**src/source/l1d_arb_pkg.sv**
```systemverilog
package l1d_arb_pkg;

  // bank geometry
  localparam int L1D_BANK_ID_W  = 2;
  localparam int L1D_BANK_NUM   = 1 << L1D_BANK_ID_W;
  localparam int L1D_INDEX_W    = 8;   // low bits select the bank
  localparam int L1D_BANK_SET_W = L1D_INDEX_W - L1D_BANK_ID_W;
  localparam int L1D_OFFSET_W   = 6;   // 64 byte line
  localparam int L1D_TAG_W      = 20;

  // address and data widths
  localparam int PADDR_W    = 32;
  localparam int PPN_W      = 20;
  localparam int XLEN       = 64;
  localparam int L1D_LINE_W = 8 << L1D_OFFSET_W;
  localparam int L1D_MASK_W = L1D_LINE_W / 8;
  localparam int ROB_TAG_W  = 6;
  localparam int PREG_W     = 6;

  typedef logic [L1D_BANK_ID_W-1:0]  bank_id_t;
  typedef logic [L1D_INDEX_W-1:0]    set_idx_t;
  typedef logic [L1D_BANK_SET_W-1:0] bank_set_t;
  typedef logic [L1D_OFFSET_W-1:0]   offset_t;
  typedef logic [L1D_TAG_W-1:0]      vtag_t;
  typedef logic [PADDR_W-1:0]        paddr_t;
  typedef logic [PPN_W-1:0]          ppn_t;
  typedef logic [ROB_TAG_W-1:0]      rob_tag_t;
  typedef logic [PREG_W-1:0]         preg_t;
  typedef logic [XLEN-1:0]           xdata_t;
  typedef logic [L1D_LINE_W-1:0]     line_data_t;
  typedef logic [L1D_MASK_W-1:0]     byte_mask_t;

  typedef enum logic [3:0] {
    LB  = 4'd0,
    LH  = 4'd1,
    LW  = 4'd2,
    LD  = 4'd3,
    LBU = 4'd4,
    LHU = 4'd5,
    LWU = 4'd6
  } ld_op_e;

  // value is log2 of the store size in bytes
  typedef enum logic [1:0] {
    SB = 2'd0,
    SH = 2'd1,
    SW = 2'd2,
    SD = 2'd3
  } st_op_e;

endpackage

```
**src/source/port_resp_merge.sv**
```systemverilog
`timescale 1ns/10ps

module port_resp_merge
  import l1d_arb_pkg::*;
#(
  parameter int N_LD_PORT = 2,
  parameter int N_ST_PORT = 1
) (
  input  logic     [L1D_BANK_NUM-1:0][N_LD_PORT-1:0] ld_grt_i,
  input  logic     [L1D_BANK_NUM-1:0]                ld_bank_rdy_i,
  input  logic     [L1D_BANK_NUM-1:0][N_ST_PORT-1:0] st_grt_i,
  input  logic     [L1D_BANK_NUM-1:0]                st_bank_rdy_i,
  output logic     [N_LD_PORT-1:0]                   ld_rdy_o,
  output bank_id_t [N_LD_PORT-1:0]                   ld_hit_bank_id_o,
  output logic     [N_ST_PORT-1:0]                   st_rdy_o
);

  // a port sees the ready of whichever bank granted it
  always_comb begin
    ld_rdy_o         = '0;
    ld_hit_bank_id_o = '0;
    for (int b = 0; b < L1D_BANK_NUM; b++) begin
      for (int p = 0; p < N_LD_PORT; p++) begin
        if (ld_grt_i[b][p]) begin
          ld_rdy_o[p]         = ld_bank_rdy_i[b];
          ld_hit_bank_id_o[p] = bank_id_t'(b);
        end
      end
    end
  end

  always_comb begin
    st_rdy_o = '0;
    for (int b = 0; b < L1D_BANK_NUM; b++) begin
      for (int p = 0; p < N_ST_PORT; p++) begin
        if (st_grt_i[b][p]) begin
          st_rdy_o[p] = st_bank_rdy_i[b];
        end
      end
    end
  end

endmodule

```
**config.mk**
```make
export PLATFORM = sky130hd
export DESIGN_NAME = port_resp_merge
export DESIGN_NICKNAME = d
export VERILOG_FILES = /design/src/source/l1d_arb_pkg.sv /design/src/source/port_resp_merge.sv
export SDC_FILE = /design/constraint.sdc
export NUM_CORES = 1
export LEC_CHECK = 0
export BUFFER_PORTS_ARGS = -buffer_cell sky130_fd_sc_hd__clkbuf_2
export CORE_AREA = 5 5 42 44
export DETAILED_ROUTE_END_ITERATION = 10
export DIE_AREA = 0 0 47 49
export GPL_TIMING_DRIVEN = 0
export SETUP_SLACK_MARGIN = 0.4
export SLEW_MARGIN = 20
export SYNTH_ARGS = -nofsm -noshare
export SYNTH_HDL_FRONTEND = slang
export SYNTH_SLANG_ARGS = --single-unit
```
**constraint.sdc**
```tcl
create_clock -name vclk -period 1.4
set_input_delay 0.14 -clock vclk [all_inputs]
set_output_delay 0.14 -clock vclk [all_outputs]
set_load 0.005 [all_outputs]
```
==> impl_metrics.env <==
export IMPL_grt_setup_unrepaired="false"
export IMPL_core_area_sq_um=1400
export IMPL_fin_cells=66
export IMPL_use_met3_pct=1.85
export IMPL_synth_top_area_share_pct=14.4
export IMPL_start_util_pct=9.91
export IMPL_netlist_area_sq_um=139
export IMPL_dieArea_sq_um=2300
export IMPL_fin_crit_sh_pct=66.0
export IMPL_rows=14
export IMPL_status="finished, final reports clean"
export IMPL_leakage_nw=0.173
export IMPL_synth_compound_area_share_pct=56.8
export IMPL_io_buffers=27
export IMPL_drive_above_1_share_pct=58.0
export IMPL_grt_pass1_vias=273
export IMPL_layout_nets=72
export IMPL_area_delta_synth_final_pct=115
export IMPL_hpwl_um=616
export IMPL_antenna_cells=0
export IMPL_fin_crit_ns=0.924
export IMPL_hold_viol_final=0
export IMPL_yosysUniqueCellTypes=11
export IMPL_finalMaxSlewViolations=0
export IMPL_grt_pass1_wl_um=959
export IMPL_syn_num_nets=43
export IMPL_vias=275
export IMPL_dp_slack_ns=0.467
export IMPL_max_slew_margin_pct=88.6
export IMPL_totalWireLength_um=658
export IMPL_viasPerCell=4.17
export IMPL_regArea_sq_um=0
export IMPL_setup_slack_ns=0.476
export IMPL_yosysSeqAreaShare_pct=0
export IMPL_fin_util_pct=21.3
export IMPL_place_congestion=0.613
export IMPL_drt_pass1_iterations=4
export IMPL_synth_cells=23
export IMPL_grt_overflow=0
export IMPL_antenna_found_initial=0
export IMPL_cp_start_kind="input pin"
export IMPL_end_kind="output port"
export IMPL_synthAdderAreaFrac_pct=0
export IMPL_wl_per_cell_um=9.97
export IMPL_final_setup_viol_count=0
export IMPL_post_route_drc_count=0
export IMPL_synthTopCellsByArea="o21ai_1 14%, o311a_1 14%, nand2_1 14%"
export IMPL_tightest_slew_ns=0.170
export IMPL_ant_nets=0
export IMPL_die_w_um=47
export IMPL_critical_path_class="in2out"
export IMPL_syn_area_per_cell_sq_um=6.04
export IMPL_clock_fmax_mhz=1080
export IMPL_post_cts_buffers=0
export IMPL_tns_ns=0
export IMPL_dp_cells=66
export IMPL_ir_drop_uv=67.2
export IMPL_hold_class="in2out"
export IMPL_nClkBuffers=0
export IMPL_powerDensity_nw_per_um2=275
export IMPL_die_h_um=49
export IMPL_synth_top_family_by_area="compound AO/OA/AOI/OAI gates"
export IMPL_grt_total_usage_pct=5.19
export IMPL_grt_max_degree=6
export IMPL_required_ns=1.26
export IMPL_cp_arrival_ns=0.78
export IMPL_n_sequential_cell=0
export IMPL_pin_count=27
export IMPL_synth_area_mux_share_pct=0
export IMPL_globalRoute_busiestLayer="met2"
export IMPL_synthSimpleGateAreaFrac_pct=37.8
export IMPL_cts_repair_resized=0
export IMPL_synthXorXnorAreaFrac_pct=0
export IMPL_cts_hold_buffers_added=0
export IMPL_drtIter0Drc=4
export IMPL_synth_warnings=0
export IMPL_path_max_fanout=2
export IMPL_max_cap_viol_count=0
export IMPL_use_met1_pct=7.61
export IMPL_met2_usage_pct=7.69
export IMPL_synth_top_cell_by_area="o21ai_1"
## routing by layer
layer | vias to the layer above | wire (um)
met1 | 107 | 299
met3 | 0 | 150
li1 | 141 | -
met5 | - | 0
met2 | 27 | 208
met4 | 0 | 0
## cell usage after synthesis
cell	instances
nor2b_1	1
inv_2	1
nand2_1	5
or2b_1	2
o311a_1	2
o21ai_1	4
a21o_1	2
o31a_1	1
or2_1	2
inv_1	1
a211oi_1	2
## cell type report
| cell class | instances | area [sq um] |
|---|---|---|
| fill | 163 | 1100 |
| multi-input combinational | 21 | 136 |
| timing repair buffer | 27 | 135 |
| tap | 16 | 20.0 |
| inverter | 2 | 7.51 |
## cell families (layout without fill, tap and decap cells)
logic type             count (synthesis)  count (layout)
AND/OR/NAND/NOR                       10              10
AO/OA/AOI/OAI                         11              11
buffers and inverters                  2              29
## worst max-delay path: stages
cell      delay (ns)
clkbuf_2        0.10
a211oi_1        0.21
o21ai_1         0.09
o311a_1         0.12
clkbuf_2        0.11
## through the flow
stage / hold slack [ns] / area, sq um / total power [W]
after CTS: 0.582 / 294 / 0.0000824
after detailed placement: 0.578 / 294 / 0.0000819
after floorplan: 0.353 / 139 / 0.0000291
after global routing: 0.600 / 299 / 0.0000924
final: 0.578 / 299 / 0.0000823
after global placement: 0.576 / 294 / 0.0000804
## final timing paths
kind	from	endpoint	slack (ns)	cells after the start
max	ld_bank_rdy_i[1]	ld_rdy_o[1]	0.48	5
min	ld_grt_i[5]	ld_hit_bank_id_o[3]	0.58	3
## cell usage in the layout, fill, tap and decap left out
| cell type | n |
|---|---|
| inv_2 | 1 |
| or2b_1 | 2 |
| nand2_1 | 5 |
| a211oi_2 | 1 |
| nor2b_1 | 1 |
| o21ai_1 | 4 |
| a211oi_1 | 1 |
| a21o_1 | 2 |
| inv_1 | 1 |
| clkbuf_2 | 27 |
| or2_1 | 2 |
| o31a_1 | 1 |
| o311a_1 | 2 |
## power breakdown
part / switching, W / leakage [nW] / internal [W]
registers: 0 / 0 / 0
clock network: 0 / 0 / 0
logic: 0.0000354 / 0.173 / 0.0000469
total: 0.0000354 / 0.173 / 0.0000469
Note: power is estimated with default switching activity, not from simulation.
