<file path="src/source/l1d_arb_pkg.sv">
package l1d_arb_pkg;

  // bank geometry
  localparam int L1D_BANK_ID_W  = 2;
  localparam int L1D_BANK_NUM   = 1 << L1D_BANK_ID_W;
  localparam int L1D_INDEX_W    = 8;   // low bits select the bank
  localparam int L1D_BANK_SET_W = L1D_INDEX_W - L1D_BANK_ID_W;
  localparam int L1D_OFFSET_W   = 6;   // 64 byte line
  localparam int L1D_TAG_W      = 20;

  // address and data widths
  localparam int PADDR_W    = 32;
  localparam int PPN_W      = 20;
  localparam int XLEN       = 64;
  localparam int L1D_LINE_W = 8 << L1D_OFFSET_W;
  localparam int L1D_MASK_W = L1D_LINE_W / 8;
  localparam int ROB_TAG_W  = 6;
  localparam int PREG_W     = 6;

  typedef logic [L1D_BANK_ID_W-1:0]  bank_id_t;
  typedef logic [L1D_INDEX_W-1:0]    set_idx_t;
  typedef logic [L1D_BANK_SET_W-1:0] bank_set_t;
  typedef logic [L1D_OFFSET_W-1:0]   offset_t;
  typedef logic [L1D_TAG_W-1:0]      vtag_t;
  typedef logic [PADDR_W-1:0]        paddr_t;
  typedef logic [PPN_W-1:0]          ppn_t;
  typedef logic [ROB_TAG_W-1:0]      rob_tag_t;
  typedef logic [PREG_W-1:0]         preg_t;
  typedef logic [XLEN-1:0]           xdata_t;
  typedef logic [L1D_LINE_W-1:0]     line_data_t;
  typedef logic [L1D_MASK_W-1:0]     byte_mask_t;

  typedef enum logic [3:0] {
    LB  = 4'd0,
    LH  = 4'd1,
    LW  = 4'd2,
    LD  = 4'd3,
    LBU = 4'd4,
    LHU = 4'd5,
    LWU = 4'd6
  } ld_op_e;

  // value is log2 of the store size in bytes
  typedef enum logic [1:0] {
    SB = 2'd0,
    SH = 2'd1,
    SW = 2'd2,
    SD = 2'd3
  } st_op_e;

endpackage

</file>
<file path="src/source/dtlb_resp_fwd.sv">
`timescale 1ns/10ps

module dtlb_resp_fwd
  import l1d_arb_pkg::*;
#(
  parameter int N_LD_PORT = 2
) (
  input  logic                        clk,
  input  logic                        rst,
  input  logic     [N_LD_PORT-1:0]    ld_vld_i,
  input  logic     [N_LD_PORT-1:0]    ld_rdy_i,
  input  set_idx_t [N_LD_PORT-1:0]    ld_idx_i,
  input  logic     [N_LD_PORT-1:0]    dtlb_vld_i,
  input  logic     [N_LD_PORT-1:0]    dtlb_excp_i,
  input  logic     [N_LD_PORT-1:0]    dtlb_hit_i,
  input  ppn_t     [N_LD_PORT-1:0]    dtlb_ppn_i,
  output logic     [L1D_BANK_NUM-1:0] bank_dtlb_vld_o,
  output logic     [L1D_BANK_NUM-1:0] bank_dtlb_excp_o,
  output logic     [L1D_BANK_NUM-1:0] bank_dtlb_hit_o,
  output ppn_t     [L1D_BANK_NUM-1:0] bank_dtlb_ppn_o
);

  logic     [N_LD_PORT-1:0] acc_q;       // port handed a load over last cycle
  bank_id_t [N_LD_PORT-1:0] acc_bank_q;  // and the bank that took it

  always_ff @(posedge clk or negedge rst) begin
    if (!rst) begin
      acc_q      <= '0;
      acc_bank_q <= '0;
    end else begin
      acc_q <= ld_vld_i & ld_rdy_i;
      for (int p = 0; p < N_LD_PORT; p++) begin
        if (ld_vld_i[p] && ld_rdy_i[p]) begin
          acc_bank_q[p] <= ld_idx_i[p][L1D_BANK_ID_W-1:0];
        end
      end
    end
  end

  // live dtlb inputs of the port go to the bank it loaded from
  always_comb begin
    bank_dtlb_vld_o  = '0;
    bank_dtlb_excp_o = '0;
    bank_dtlb_hit_o  = '0;
    bank_dtlb_ppn_o  = '0;
    for (int b = 0; b < L1D_BANK_NUM; b++) begin
      for (int p = 0; p < N_LD_PORT; p++) begin
        if (acc_q[p] && (acc_bank_q[p] == bank_id_t'(b))) begin
          bank_dtlb_vld_o[b]  = dtlb_vld_i[p];
          bank_dtlb_excp_o[b] = dtlb_excp_i[p];
          bank_dtlb_hit_o[b]  = dtlb_hit_i[p];
          bank_dtlb_ppn_o[b]  = dtlb_ppn_i[p];
        end
      end
    end
  end

endmodule

</file>
<file path="config.mk">
export PLATFORM = sky130hd
export DESIGN_NAME = dtlb_resp_fwd
export DESIGN_NICKNAME = d
export VERILOG_FILES = /design/src/source/l1d_arb_pkg.sv /design/src/source/dtlb_resp_fwd.sv
export SDC_FILE = /design/constraint.sdc
export NUM_CORES = 1
export LEC_CHECK = 0
export BUFFER_PORTS_ARGS = -buffer_cell sky130_fd_sc_hd__buf_2
export CAP_MARGIN = 10
export CORE_UTILIZATION = 25
export DETAILED_ROUTE_END_ITERATION = 7
export PLACE_DENSITY = 0.61
export SLEW_MARGIN = 15
export SYNTH_ARGS = -nofsm -noshare
export SYNTH_HDL_FRONTEND = slang
export SYNTH_SLANG_ARGS = --single-unit
</file>
<file path="constraint.sdc">
create_clock -name clk -period 2.42 [get_ports clk]
set_input_delay 0.242 -clock clk [delete_from_list [all_inputs] [get_ports clk]]
set_output_delay 0.242 -clock clk [all_outputs]
set_load 0.05 [all_outputs]
</file>
==> results.yml <==
critical_path:
  critical_path_class: "reg -> out"
  reg2reg_depth: 2
  crit_arrival_ps: 2050
  critPathLaunchType: "register"
  endpoint_kind: "output port"
  path_max_fanout: 23
  cp_data_required_time_ps: 2180
final_layout:
  post-route-util: 0.3576
  nNetsFinal: 466
  syn_to_final_growth_pct: 37.03
  diodes: 0
  drive_above_1_share: 0.5088
  final_cell_area_mm2: 0.002968
job:
  cap_violations: 0
power:
  netSwitchingPower_w: 0.0007178
  seq_power_share: 0.126
  internal_power_w: 0.0004767
  sw_frac_of_total: 0.6009
  comb_power_share: 0.743
  total_leakage_power_nw: 1.479
  p_clk_frac: 0.131
  pwr_density_cell_mw_per_mm2: 402.5
  max-vdd-ir-drop_uv: 326.4
grt:
  grt_start_max_net_pins: 54
  grt_use_total: 0.1839
  grt_pass1_wl_um: 13600
  antenna_found_initial: 0
  grt_pass1_vias: 2686
  grt-ovfl-total: 0
detailed_routing:
  drc_errors: 0
  drtPass1Iterations: 5
  ant_nets: 0
  wl_per_cell_um: 17.89
  wirelength_um: 8979
  first_iter_violations: 177
  routed-via-count: 3065
  routed_via_density: 6.106
placement:
  dpl_worst_slack_ps: 253.3
  portBuffers: 147
  post_dp_cell_area_mm2: 0.002910
  hpwl_um: 6093
  gp_congestion: 0.8072
clock_network:
  clock-sinks: 6
  cts_root_buffer: "clkbuf_8"
  cts_tree: "done"
  clockBufferDepth: 2
  htree_levels: 1
  clk_latency_ps: 220
  cts_made_buffers: 3
  clk_pin_slew_worst_paths_ps: 40
synth:
  ys_types: 22
  post_synth_inst_count: 282
  ys_warn_count: 0
  yosysSeqAreaShare: 0.06932
  avgSynthCellArea_um2: 7.680
  syn-cell-area_mm2: 0.002166
  synth_nets: 350
  ys_seq_elements: 6
timing:
  slew_headroom: 0.5914
  worst_pin_slew_ps: 612.9
  finalHoldViolCount: 0
  min_period_over_period: 0.9464
  fin_crit_ps: 2290
  final-setup-viol-count: 0
  rsz0062_at_grt: "false"
  fin_tns_setup_ps: 0
  finalMaxSlewViolations: 0
  finClkSkew_ps: 0
  worst_slack_ps: 129.7
  fmax_mhz: 436.6
die:
  dieArea_mm2: 0.009039
  core_area_mm2: 0.008299
  start_util: 0.2610
  die_y_um: 95.08
  fp.dieW_um: 95.08
  pin_count: 160
  num_rows: 33
min_path:
  holdPathStages: 2
  hold_path.class: "in -> reg"
outcome:
  status: "finished clean"
power groups by stage:
stage	clock, W	combinational (W)	sequential [W]
2_1_floorplan	0	0.000680	0.000123
3_3_place_gp	0	0.000868	0.000150
3_5_place_dp	0	0.000876	0.000152
4_1_cts	0.000161	0.000879	0.000151
5_1_grt	0.000168	0.000938	0.000155
6_report	0.000157	0.000887	0.000151
state kept, by name, summed over array words and instances, names as in the netlist:
register / cells
acc_q: 2
acc_bank_q: 4
worst max-delay path, cell delays in order (launching register included):
cell and delay, ps:
dfrtp_2 490, or3b_2 780, a31o_2 340, buf_2 210
cells in the final DEF (no fill, tap or decap):
master / netlist / routed
buf_2: 26 / 147
o31ai_1: 46 / 46
nand2_1: 26 / 26
a31o_2: 25 / 25
nor4bb_1: 23 / 23
nand4b_1: 23 / 23
and4b_1: 23 / 23
nand4_1: 23 / 23
a31o_1: 21 / 21
buf_4: 1 / 16
mux2_2: 4 / 4
dfrtp_1: 6 / 3
dfrtp_2: 0 / 3
clkbuf_8: 0 / 3
inv_1: 2 / 2
or3b_2: 0 / 1
nor3b_4: 0 / 1
nand2b_1: 1 / 1
and3b_2: 0 / 1
nand3b_1: 1 / 1
and3b_1: 2 / 1
and3_2: 0 / 1
clkbuf_1: 22 / 1
dlygate4sd3_1: 0 / 1
timing repair:
item | CTS | global route
setup buffers | 0 | 0
endpoints found under the hold margin | 6 | 0
gates resized for setup | 0 | 3
hold buffers | 1 | 0
setup endpoints to repair | 0 | 56
metal layers:
metal	share of wire	vias up	routed length [um]	GRT usage
met3	0.065	6	585	0.02153
met1	0.43	1479	3900	0.2498
li1	-	1425	-	-
met4	0.0061	0	55	0.02273
met5	0	-	0	0
met2	0.49	155	4438	0.3179
per-stage QoR:
step           hold WS, ps  power [W]  std cells
5_1_grt              253.0   0.001261        502
3_3_place_gp         66.01   0.001019        497
3_5_place_dp         69.02   0.001028        497
6_report             257.0   0.001195        502
2_1_floorplan       -53.59  0.0008033        282
4_1_cts              253.9   0.001190        502
Yosys cell counts:
| cell | count | area (um2) |
|---|---|---|
| clkbuf_1 | 22 | 82.58 |
| nand4_1 | 23 | 143.9 |
| nand2b_1 | 1 | 6.260 |
| or3b_1 | 1 | 8.760 |
| clkbuf_2 | 2 | 10.01 |
| o31ai_1 | 46 | 345.3 |
| a31o_2 | 25 | 219.0 |
| buf_4 | 1 | 7.510 |
| nor3b_2 | 1 | 12.51 |
| inv_1 | 2 | 7.510 |
| buf_2 | 26 | 130.1 |
| nand4b_1 | 23 | 201.4 |
| mux2_2 | 4 | 45.04 |
| and4b_1 | 23 | 230.2 |
| and3b_1 | 2 | 17.52 |
| dfrtp_1 | 6 | 150.1 |
| nand2_1 | 26 | 97.59 |
| a31o_1 | 21 | 183.9 |
| nor4bb_1 | 23 | 230.2 |
| and3_1 | 1 | 6.260 |
| nand3b_1 | 1 | 7.510 |
| buf_6 | 2 | 22.52 |
path summary, 6_finish.rpt:
kind / startpoint / to / slack (ps)
min reg2reg: acc_bank_q[1]$_DFFE_PN0P_ / acc_bank_q[1]$_DFFE_PN0P_ / 660
max reg2reg: acc_bank_q[2]$_DFFE_PN0P_ / acc_bank_q[2]$_DFFE_PN0P_ / 1080
max in group asynchronous: rst / acc_bank_q[2]$_DFFE_PN0P_ / 1900
min: ld_idx_i[0] / acc_bank_q[0]$_DFFE_PN0P_ / 260
min in group asynchronous: rst / acc_q[1]$_DFF_PN0_ / 360
max: acc_bank_q[3]$_DFFE_PN0P_ / bank_dtlb_excp_o[0] / 130
cell type report:
type	instances	area (um2)
inverter	2	7.507
timing repair buffer	164	865.8
sequential	6	153.9
clock buffer	4	45.04
tap	105	131.4
multi-input combinational	221	1764
fill	895	5331
cell families (layout without fill, tap and decap cells):
family	after synthesis	in the layout	share of synthesized area
AO/OA/AOI/OAI	92	92	0.3455
buffers and inverters	55	170	0.1202
flip-flops	6	6	0.06932
multiplexers	4	4	0.02080
AND/OR/NAND/NOR	125	125	0.4443
Note: power is estimated with default switching activity, not from simulation.
