<file path="src/source/l1d_arb_pkg.sv">
package l1d_arb_pkg;

  // bank geometry
  localparam int L1D_BANK_ID_W  = 2;
  localparam int L1D_BANK_NUM   = 1 << L1D_BANK_ID_W;
  localparam int L1D_INDEX_W    = 8;   // low bits select the bank
  localparam int L1D_BANK_SET_W = L1D_INDEX_W - L1D_BANK_ID_W;
  localparam int L1D_OFFSET_W   = 6;   // 64 byte line
  localparam int L1D_TAG_W      = 20;

  // address and data widths
  localparam int PADDR_W    = 32;
  localparam int PPN_W      = 20;
  localparam int XLEN       = 64;
  localparam int L1D_LINE_W = 8 << L1D_OFFSET_W;
  localparam int L1D_MASK_W = L1D_LINE_W / 8;
  localparam int ROB_TAG_W  = 6;
  localparam int PREG_W     = 6;

  typedef logic [L1D_BANK_ID_W-1:0]  bank_id_t;
  typedef logic [L1D_INDEX_W-1:0]    set_idx_t;
  typedef logic [L1D_BANK_SET_W-1:0] bank_set_t;
  typedef logic [L1D_OFFSET_W-1:0]   offset_t;
  typedef logic [L1D_TAG_W-1:0]      vtag_t;
  typedef logic [PADDR_W-1:0]        paddr_t;
  typedef logic [PPN_W-1:0]          ppn_t;
  typedef logic [ROB_TAG_W-1:0]      rob_tag_t;
  typedef logic [PREG_W-1:0]         preg_t;
  typedef logic [XLEN-1:0]           xdata_t;
  typedef logic [L1D_LINE_W-1:0]     line_data_t;
  typedef logic [L1D_MASK_W-1:0]     byte_mask_t;

  typedef enum logic [3:0] {
    LB  = 4'd0,
    LH  = 4'd1,
    LW  = 4'd2,
    LD  = 4'd3,
    LBU = 4'd4,
    LHU = 4'd5,
    LWU = 4'd6
  } ld_op_e;

  // value is log2 of the store size in bytes
  typedef enum logic [1:0] {
    SB = 2'd0,
    SH = 2'd1,
    SW = 2'd2,
    SD = 2'd3
  } st_op_e;

endpackage

</file>
<file path="src/source/rr_arbiter.sv">
`timescale 1ns/10ps

module rr_arbiter #(
  parameter int N_INPUT = 2,
  parameter int IDX_W   = (N_INPUT > 1) ? $clog2(N_INPUT) : 1
) (
  input  logic               clk,
  input  logic               rst,
  input  logic [N_INPUT-1:0] req_i,
  output logic [N_INPUT-1:0] grt_o,
  output logic [IDX_W-1:0]   grt_idx_o
);

  logic [IDX_W-1:0] ptr;      // highest priority input this cycle
  logic [IDX_W-1:0] nxt_ptr;

  // search from the pointer upward, wrapping at N_INPUT
  always_comb begin
    int   pos;
    logic found;
    grt_o     = '0;
    grt_idx_o = '0;
    found     = 1'b0;
    for (int k = 0; k < N_INPUT; k++) begin
      pos = (int'(ptr) + k) % N_INPUT;
      if (!found && req_i[pos]) begin
        found      = 1'b1;
        grt_o[pos] = 1'b1;
        grt_idx_o  = IDX_W'(pos);
      end
    end
  end

  assign nxt_ptr = (int'(grt_idx_o) == N_INPUT - 1) ? '0 : grt_idx_o + 1'b1;

  // pointer moves past the winner, ready or not
  always_ff @(posedge clk or negedge rst) begin
    if (!rst) begin
      ptr <= '0;
    end else if (|req_i) begin
      ptr <= nxt_ptr;
    end
  end

  a_grt_onehot: assert property (@(posedge clk) disable iff (!rst)
    $onehot0(grt_o));

  a_grt_when_req: assert property (@(posedge clk) disable iff (!rst)
    (|req_i) |-> (|(grt_o & req_i)));

endmodule

</file>
<file path="src/source/st_mask_gen.sv">
`timescale 1ns/10ps

module st_mask_gen
  import l1d_arb_pkg::*;
(
  input  xdata_t     st_data_i,
  input  st_op_e     st_opcode_i,
  input  offset_t    st_offset_i,
  output line_data_t line_data_o,
  output byte_mask_t byte_mask_o
);

  logic [XLEN/8-1:0] size_mask;   // bytes of the pipe word that are stored
  xdata_t            data_keep;
  logic [8:0]        bit_shift;   // byte offset in bits

  always_comb begin
    unique case (st_opcode_i)
      SB: size_mask = 8'h01;
      SH: size_mask = 8'h03;
      SW: size_mask = 8'h0f;
      SD: size_mask = 8'hff;
    endcase
  end

  // clear bytes above the store size
  always_comb begin
    for (int b = 0; b < XLEN/8; b++) begin
      data_keep[b*8 +: 8] = st_data_i[b*8 +: 8] & {8{size_mask[b]}};
    end
  end

  assign bit_shift   = {st_offset_i, 3'b000};
  assign line_data_o = line_data_t'(data_keep) << bit_shift;
  assign byte_mask_o = byte_mask_t'(size_mask) << st_offset_i;

endmodule

</file>
<file path="src/source/st_bank_arb.sv">
`timescale 1ns/10ps

module st_bank_arb
  import l1d_arb_pkg::*;
#(
  parameter int BANK      = 0,
  parameter int N_ST_PORT = 1
) (
  input  logic                     clk,
  input  logic                     rst,
  input  logic     [N_ST_PORT-1:0] st_vld_i,
  input  rob_tag_t [N_ST_PORT-1:0] st_rob_tag_i,
  input  preg_t    [N_ST_PORT-1:0] st_prd_i,
  input  st_op_e   [N_ST_PORT-1:0] st_opcode_i,
  input  paddr_t   [N_ST_PORT-1:0] st_paddr_i,
  input  xdata_t   [N_ST_PORT-1:0] st_data_i,
  output logic                     bank_vld_o,
  output rob_tag_t                 bank_rob_tag_o,
  output preg_t                    bank_prd_o,
  output st_op_e                   bank_opcode_o,
  output paddr_t                   bank_paddr_o,
  output line_data_t               bank_data_o,
  output byte_mask_t               bank_mask_o,
  output logic                     bank_io_region_o,
  output logic     [N_ST_PORT-1:0] grt_o
);

  localparam int       ST_IDX_W = (N_ST_PORT > 1) ? $clog2(N_ST_PORT) : 1;
  localparam bank_id_t BANK_ID  = bank_id_t'(BANK);

  logic [N_ST_PORT-1:0] match;
  logic [ST_IDX_W-1:0]  grt_idx;
  logic [2:0]           size_low;  // low offset bits that must be zero

  // bank comes from the paddr bits right above the line offset
  always_comb begin
    for (int p = 0; p < N_ST_PORT; p++) begin
      match[p] = st_vld_i[p] && (st_paddr_i[p][L1D_OFFSET_W +: L1D_BANK_ID_W] == BANK_ID);
    end
  end

  if (N_ST_PORT > 1) begin : g_rr
    rr_arbiter #(
      .N_INPUT   (N_ST_PORT)
    ) u_rr_arbiter (
      .clk       (clk),
      .rst       (rst),
      .req_i     (match),
      .grt_o     (grt_o),
      .grt_idx_o (grt_idx)
    );
  end else begin : g_single
    assign grt_o   = match;   // nothing to arbitrate
    assign grt_idx = '0;
  end

  assign bank_vld_o       = |grt_o;
  assign bank_rob_tag_o   = st_rob_tag_i[grt_idx];
  assign bank_prd_o       = st_prd_i[grt_idx];
  assign bank_opcode_o    = st_opcode_i[grt_idx];
  assign bank_paddr_o     = st_paddr_i[grt_idx];
  assign bank_io_region_o = 1'b0;

  st_mask_gen u_st_mask_gen (
    .st_data_i   (st_data_i[grt_idx]),
    .st_opcode_i (st_opcode_i[grt_idx]),
    .st_offset_i (st_paddr_i[grt_idx][L1D_OFFSET_W-1:0]),
    .line_data_o (bank_data_o),
    .byte_mask_o (bank_mask_o)
  );

  assign size_low = 3'((4'd1 << bank_opcode_o) - 4'd1);

  // a store sent to the bank never straddles its natural alignment
  a_st_aligned: assert property (@(posedge clk) disable iff (!rst)
    bank_vld_o |-> ((bank_paddr_o[2:0] & size_low) == 3'b000));

endmodule

</file>
<file path="config.mk">
export PLATFORM = sky130hd
export DESIGN_NAME = st_bank_arb
export DESIGN_NICKNAME = d
export VERILOG_FILES = /design/src/source/l1d_arb_pkg.sv /design/src/source/rr_arbiter.sv /design/src/source/st_mask_gen.sv /design/src/source/st_bank_arb.sv
export SDC_FILE = /design/constraint.sdc
export NUM_CORES = 1
export LEC_CHECK = 0
export ABC_AREA = 1
export BUFFER_PORTS_ARGS = -buffer_cell sky130_fd_sc_hd__buf_2
export CAP_MARGIN = 10
export CORE_AREA = 2 2 290 292
export DETAILED_ROUTE_END_ITERATION = 16
export DIE_AREA = 0 0 292 294
export GPL_ROUTABILITY_DRIVEN = 0
export PLACE_DENSITY_LB_ADDON = 0.05
export SLEW_MARGIN = 20
export SYNTH_ARGS = -nofsm -noshare
export SYNTH_HDL_FRONTEND = slang
export SYNTH_SLANG_ARGS = --single-unit
export TNS_END_PERCENT = 100
</file>
<file path="constraint.sdc">
create_clock -name vclk -period 1.2
set_clock_uncertainty 0.05 [all_clocks]
set_input_delay 0.12 -clock vclk [all_inputs]
set_output_delay 0.12 -clock vclk [all_outputs]
set_load 0.01 [all_outputs]
</file>
==> results by group, run 1 <==
Power
  – Clock power frac: 0%
  – Static power due to leakage: ~11 nW
  – Pwr Density: 419.8 nW/um2
  – Part of the power in registers: 0%
  – Share of total power in combinational logic: 100.0%
  – Peak VDD IR: around 0.1 mV
  – NetSw: approximately 0.006 W
  – Int Pwr: 0.003624 W
  – Switching part of the total: 62.42%

Setup path
  – Critical path fanouts, max: 12
  – Start-to-end type of the worst setup path: input port to output port
  – Type of origin of the critical path: input port
  – Required time reported for the critical path endpoint: slightly above 1 ns
  – CP Capture Type: output port
  – WP data arrival: ~1.8 ns

Synthesis
  – Commonest cells in the synthesized netlist: 551 x sky130_fd_sc_hd__nand2_1, 462 x sky130_fd_sc_hd__nand3_1, 422 x sky130_fd_sc_hd__nor2_1
  – Synthesized area per cell: 4.517 um2
  – Post-synth cell types: 31
  – Adder-Cell Fraction of Synth Area: 0%
  – Yosys synthesis warning count: 0
  – Netlist area before placement: approximately 9600 um2
  – Simple-gate share of the synthesized area: 73.58%
  – Share of the synthesized area in the top cell type: around a quarter
  – Top-count cell post-synth: sky130_fd_sc_hd__nand2_1
  – Xor/xnor share of the synthesized area: 0%
  – Net count of the mapped netlist: 2229
  – Number of instances in the synthesized netlist: roughly 2100
  – Synthesized-area fraction occupied by ao, oa, aoi and oai cells: 11.36%
  – Register area share after synthesis: 0%
  – Most area-hungry cell type in the Yosys netlist: sky130_fd_sc_hd__nand3_1
  – Mux share of post-synthesis cell area: 0%
  – Largest cells by area after synthesis: sky130_fd_sc_hd__nand3_1 24%, sky130_fd_sc_hd__nand2_1 22%, sky130_fd_sc_hd__nor2_1 17%
  – Dominant combinational cell family by area after synthesis: simple AND/OR/NAND/NOR gates

Finish
  – Area used by sequential logic in the layout: 0 um2
  – Number of nets at the end of the flow: approximately 3200
  – Filler Cell Count: ~9400
  – Num sequential: 0
  – Share of cells above drive strength 1: between 60% and 70%
  – Area Overhead vs Synth: 140.3%
  – Number of clock buffers in the layout: 0

Timing
  – Max-slew violations: 0
  – Worst hold margin: 0.1900 ns
  – Clock period minus worst slack: between 1.5 and 2 ns
  – Final Hold Vio Count: 0
  – Fin worst setup slack: -0.7872 ns
  – RSZ-0062 raised after global routing: true
  – Finish-stage setup viols: about 580
  – Achievable clock frequency: about 0.50 GHz
  – Post-route fraction of the period consumed by the critical path: 165.6%

Floorplanning
  – Total number of placement rows: about 110
  – Floorplan die width: between 200 and 300 um
  – Initial Util: about 12%
  – Number of top-level pins: about 740
  – Total Die Area: 85850 um2
  – Placeable core area: 82890 um2
  – DIE HEIGHT: 294 um

Placed design
  – Total of buffers placed on input and output ports: 663
  – Worst setup slack after placement: -1.117 ns
  – HPWL after DPL: roughly 93 mm

Drt
  – Sum of routed wire length over all layers: between 100 and 150 mm
  – Routed wire per std cell: about 26 um
  – Via count: ~19000
  – Iteration-0 DRC count of the detailed router: 1174
  – Vias per cell: 4.618
  – Final routed DRC violation total: 0
  – Router iterations before antenna repair: 5
  – Number of routed nets with antenna violations: 0

Worst hold path
  – End point of the worst hold path: bank_prd_o[5]
  – Hold path start: st_prd_i[5]
  – Worst Hold Class: input port to output port
  – Cell count of the worst hold path: 0

Global route
  – Aggregate global-route resource usage: between 20 and 25%
  – Antenna violations before repair: 22
  – Pin count of the biggest net entering global routing: 46
  – Wire length of the first global-routing pass: between 100 and 150 mm
  – Remaining Overflow, GRT: 0
  – Via count of the first global-routing pass: roughly 19000

Outcome
  – Status: complete, but fails checks
  – Failing checks: setup timing

Run
  – Max-Cap Viols: 0

CTS
  – Quantity of hold-fixing buffers added after cts: 0
## worst max-delay path, stage by stage
cell and delay [ns]:
sky130_fd_sc_hd__buf_12 0.11, sky130_fd_sc_hd__buf_4 0.20, sky130_fd_sc_hd__nand3_2 0.15, sky130_fd_sc_hd__nand2_2 0.11, sky130_fd_sc_hd__nand3_1 0.07, sky130_fd_sc_hd__o21ai_1 0.10
sky130_fd_sc_hd__buf_4 0.18, sky130_fd_sc_hd__buf_4 0.12, sky130_fd_sc_hd__nand4_1 0.27, sky130_fd_sc_hd__a21oi_2 0.21, sky130_fd_sc_hd__buf_2 0.16
## layout by cell type, fill, tap and decap left out, types with 4 or more instances in the layout
master	n
sky130_fd_sc_hd__nor3_4	14
sky130_fd_sc_hd__o21ai_2	52
sky130_fd_sc_hd__nand4_1	74
sky130_fd_sc_hd__nor3_1	15
sky130_fd_sc_hd__o21ai_4	9
sky130_fd_sc_hd__o21ai_0	31
sky130_fd_sc_hd__nand3_2	218
sky130_fd_sc_hd__a21oi_2	66
sky130_fd_sc_hd__inv_4	4
sky130_fd_sc_hd__nor3_2	39
sky130_fd_sc_hd__nand3_4	80
sky130_fd_sc_hd__inv_1	18
sky130_fd_sc_hd__buf_12	85
sky130_fd_sc_hd__nand2_1	331
sky130_fd_sc_hd__buf_2	628
sky130_fd_sc_hd__o21ai_1	38
sky130_fd_sc_hd__nor2_2	65
sky130_fd_sc_hd__buf_4	399
sky130_fd_sc_hd__nor2_4	34
sky130_fd_sc_hd__buf_6	59
sky130_fd_sc_hd__buf_8	4
sky130_fd_sc_hd__a21oi_1	5
sky130_fd_sc_hd__buf_16	7
sky130_fd_sc_hd__nand2_4	61
sky130_fd_sc_hd__bufbuf_16	7
sky130_fd_sc_hd__nor4_1	4
sky130_fd_sc_hd__nand2_2	162
sky130_fd_sc_hd__nor2_1	328
sky130_fd_sc_hd__diode_2	8
sky130_fd_sc_hd__nand3_1	171
## stage by stage
step | cell area (um2) | setup TNS (ns) | std cells | total power, W | util, %
global placement | 19030 | -475.59 | 4078 | 0.008160 | 22.96
floorplan | 11140 | -77.96 | 2116 | 0.003769 | -
global route | 22970 | -396.22 | 4129 | 0.01021 | 27.71
finish | 22970 | -349.10 | 4131 | 0.009644 | 27.71
CTS | 21830 | -360.77 | 4112 | 0.009247 | 26.33
detailed placement | 19030 | -475.66 | 4078 | 0.008150 | 22.96
## power groups by stage
stage | logic [W] | clock network (W) | registers, W
after floorplan | 0.00377 | 0 | 0
after global placement | 0.00816 | 0 | 0
after detailed placement | 0.00815 | 0 | 0
after CTS | 0.00925 | 0 | 0
after global routing | 0.0102 | 0.000000000677 | 0
final | 0.00964 | 0.000000000908 | 0
## routing by layer
layer,track usage (%),vias to the layer above,part of all wire [%]
met1,31.40,9318,44
li1,-,8949,-
met5,0,-,0.046
met3,3.860,108,5.4
met2,41.40,695,48
met4,5.909,8,2.7
## how the worst max path moves through the flow
stage	from	to	depth (start not counted)
floorplan	st_opcode_i[0]	bank_data_o[182]	10
global placement	st_paddr_i[0]	bank_data_o[48]	11
detailed placement	st_paddr_i[0]	bank_data_o[48]	11
CTS	st_opcode_i[1]	bank_data_o[409]	14
global route	st_paddr_i[0]	bank_data_o[374]	11
finish	st_opcode_i[1]	bank_data_o[423]	11
## cells by family after synthesis
| logic type | after synthesis |
|---|---|
| compound gates | 213 |
| buf+inv | 294 |
| other cells | 1 |
| simple gates | 1608 |
## final cells by class
| class | instances | area (um2) | share of cell area (%) |
|---|---|---|---|
| diodes | 8 | 20.02 | 0.08715 |
| inverters | 31 | 166.4 | 0.7244 |
| multi-input cells | 1822 | 12420 | 54.08 |
| well taps | 1080 | 1351 | 5.882 |
| repair buffers | 1190 | 9010 | 39.22 |
## timing repair
item | 4_1_cts | 5_1_grt
gates cloned | 11 | 1
resized for setup | 544 | 245
hold endpoints to repair | 0 | 0
setup endpoints to repair | 577 | 577
pin swaps | 102 | 69
setup buffers | 25 | 10
(Power assumes the default switching activity.)
==> run 2: changes to the inputs <==
==> constraint.sdc (replaced) <==
create_clock -name vclk -period 1.2
set_clock_uncertainty 0.05 [all_clocks]
set_input_delay 0.24 -clock vclk [all_inputs]
set_output_delay 0.24 -clock vclk [all_outputs]
set_load 0.01 [all_outputs]
==> run 2 against run 1 <==
Effect of this change: the flow still finishes with violations (setup timing); sequential share of layout area did not move; cell area decreased by 0.36%; utilization fell by 0.10 points; cell count down 0.51%; die area stayed put; maximum frequency is 11% lower; combinational power about the same; non-clock buffer count decreased by 15; critical path type unchanged; largest cell class unchanged; largest power group unchanged.
==> results by group, run 2 (synthesis gave the netlist of run 1 again) <==
Drt
  – Final routed DRC violation total: 0
  – Iteration-0 DRC count of the detailed router: around 1200
  – Router iterations before antenna repair: 5
  – Number of routed nets with antenna violations: 0
  – Vias per cell: 4.636
  – Routed wire per std cell: approximately 27 um
  – Via count: around 19000
  – Sum of routed wire length over all layers: approximately 110 mm

Timing
  – Clock period minus worst slack: around 2.2 ns
  – Achievable clock frequency: 0.4470 GHz
  – Post-route fraction of the period consumed by the critical path: 186.4%
  – Final Hold Vio Count: 0
  – Slew Limit Headroom: roughly two thirds
  – Max-slew violations: 0
  – Finish-stage setup viols: 580
  – Fin worst setup slack: -1.037 ns
  – Slew at the pin closest to its max-slew limit: between 0.5 and 0.6 ns
  – Total Neg Setup Slack: -483.72 ns
  – RSZ-0062 raised after global routing: true

Setup path
  – Type of origin of the critical path: input port
  – Start-to-end type of the worst setup path: input port to output port
  – CP Capture Type: output port
  – Required time reported for the critical path endpoint: a little over 0.9 ns
  – Critical path fanouts, max: 19
  – WP data arrival: ~2.0 ns

Floorplanning
  – Total number of placement rows: between 100 and 150
  – Placeable core area: 82890 um2
  – DIE HEIGHT: 294 um
  – Number of top-level pins: between 700 and 800
  – Initial Util: a little under an eighth
  – Floorplan die width: between 200 and 300 um
  – Total Die Area: between 80000 and 90000 um2

Placed design
  – Total of buffers placed on input and output ports: about 660
  – # placed instances: around 4000
  – HPWL after DPL: about 93 mm
  – Instance area after placement: 18840 um2

Worst hold path
  – End point of the worst hold path: bank_paddr_o[15]
  – Worst Hold Class: input port to output port
  – Hold path start: st_paddr_i[15]
  – Cell count of the worst hold path: 0

Outcome
  – Failing checks: setup timing
  – Status: complete, but fails checks

Finish
  – Non-filler instance count after layout: ~4100
  – Area of the multi-input gates: between 10000 and 15000 um2
  – Commonest cells after routing, fill and taps aside: 624 x sky130_fd_sc_hd__buf_2, 363 x sky130_fd_sc_hd__buf_4, 318 x sky130_fd_sc_hd__nand2_1, 318 x sky130_fd_sc_hd__nor2_1, 227 x sky130_fd_sc_hd__nand3_2
  – Leading cell type in the layout, fill and taps excluded: sky130_fd_sc_hd__buf_2
  – Share of cells above drive strength 1: 66.38%
  – Num sequential: 0
  – Final standard cell area without fillers: approximately 23000 um2
  – Number of nets at the end of the flow: between 3000 and 4000
  – Filler Cell Count: between 9000 and 10000
  – Area Overhead vs Synth: 139.5%
  – Number of clock buffers in the layout: 0
  – Area used by sequential logic in the layout: 0 um2

Global route
  – Antenna violations before repair: 6
  – Aggregate global-route resource usage: between 20 and 25%
  – Pin count of the biggest net entering global routing: between 40 and 50
  – Remaining Overflow, GRT: 0
  – Via count of the first global-routing pass: roughly 19000
  – Wire length of the first global-routing pass: 151.2 mm

Power
  – Static power due to leakage: about 11 nW
  – Total power: 0.009674 W
  – Pwr Density: ~420 nW/um2
  – Peak VDD IR: about 0.15 mV

Run
  – Max-Cap Viols: 0
## run 2: cell count changes in the layout (fill, tap and decap cells not counted), sizes merged
cell / delta
diode: -6
inv: +1
clkinvlp: -1
buf: -17
clkbuf: +7
bufbuf: -5
## run 2: report_power, final
| group | total, W | switching [W] | internal (W) |
|---|---|---|---|
| sequential | 0 | 0 | 0 |
| combinational | 0.00967 | 0.00606 | 0.00361 |
| clock | 0.000000000223 | 0 | 0.000000000223 |
## run 2: stage by stage
step	hold slack (ns)	utilization [%]	setup slack, ns
after floorplan	0.4868	-	-0.4316
after global placement	0.4301	22.72	-1.461
after detailed placement	0.4301	22.72	-1.461
after CTS	0.4301	25.64	-0.9954
after global routing	0.4300	27.61	-1.026
final	0.4300	27.61	-1.037
## run 2: cell type report
type	count	share of cell area (%)
Timing Repair Buffer	1175	39.34
Antenna cell	2	0.02187
Inverter	31	0.7708
Multi-Input combinational cell	1822	53.97
Tap cell	1080	5.904
## run 2: worst max-delay path by stage
| stage | slack [ns] | endpoint | cells after the start | start |
|---|---|---|---|---|
| detailed placement | -1.46 | bank_data_o[21] | 10 | st_paddr_i[0] |
| finish | -1.04 | bank_data_o[174] | 9 | st_paddr_i[1] |
| global placement | -1.46 | bank_data_o[101] | 12 | st_paddr_i[1] |
| CTS | -1.0 | bank_data_o[128] | 12 | st_opcode_i[1] |
| floorplan | -0.43 | bank_data_o[152] | 10 | st_paddr_i[0] |
| global route | -1.03 | bank_data_o[366] | 13 | st_opcode_i[1] |
## run 2: worst max-delay path, cell delays in order
cell and delay [ns]:
sky130_fd_sc_hd__buf_8 0.16, sky130_fd_sc_hd__buf_12 0.22, sky130_fd_sc_hd__buf_6 0.19, sky130_fd_sc_hd__nand4_1 0.32, sky130_fd_sc_hd__buf_4 0.28, sky130_fd_sc_hd__o21ai_2 0.12
sky130_fd_sc_hd__nand2_2 0.13, sky130_fd_sc_hd__nor2_1 0.11, sky130_fd_sc_hd__buf_2 0.13
## run 2: what timing repair did
action	in CTS	in global routing
hold buffers	0	0
gates resized for setup	489	352
pin swaps	76	114
buffers inserted	23	16
endpoints found under the setup margin	580	580
cloned	11	5
## run 2: layer usage
layer  up-vias  track usage (%)  wire length, um
met5         -                0               38
met4         6            2.552             2131
li1       8900                -                -
met1      9347            31.38            48060
met3       100            2.530             5336
met2       701            45.03            55500
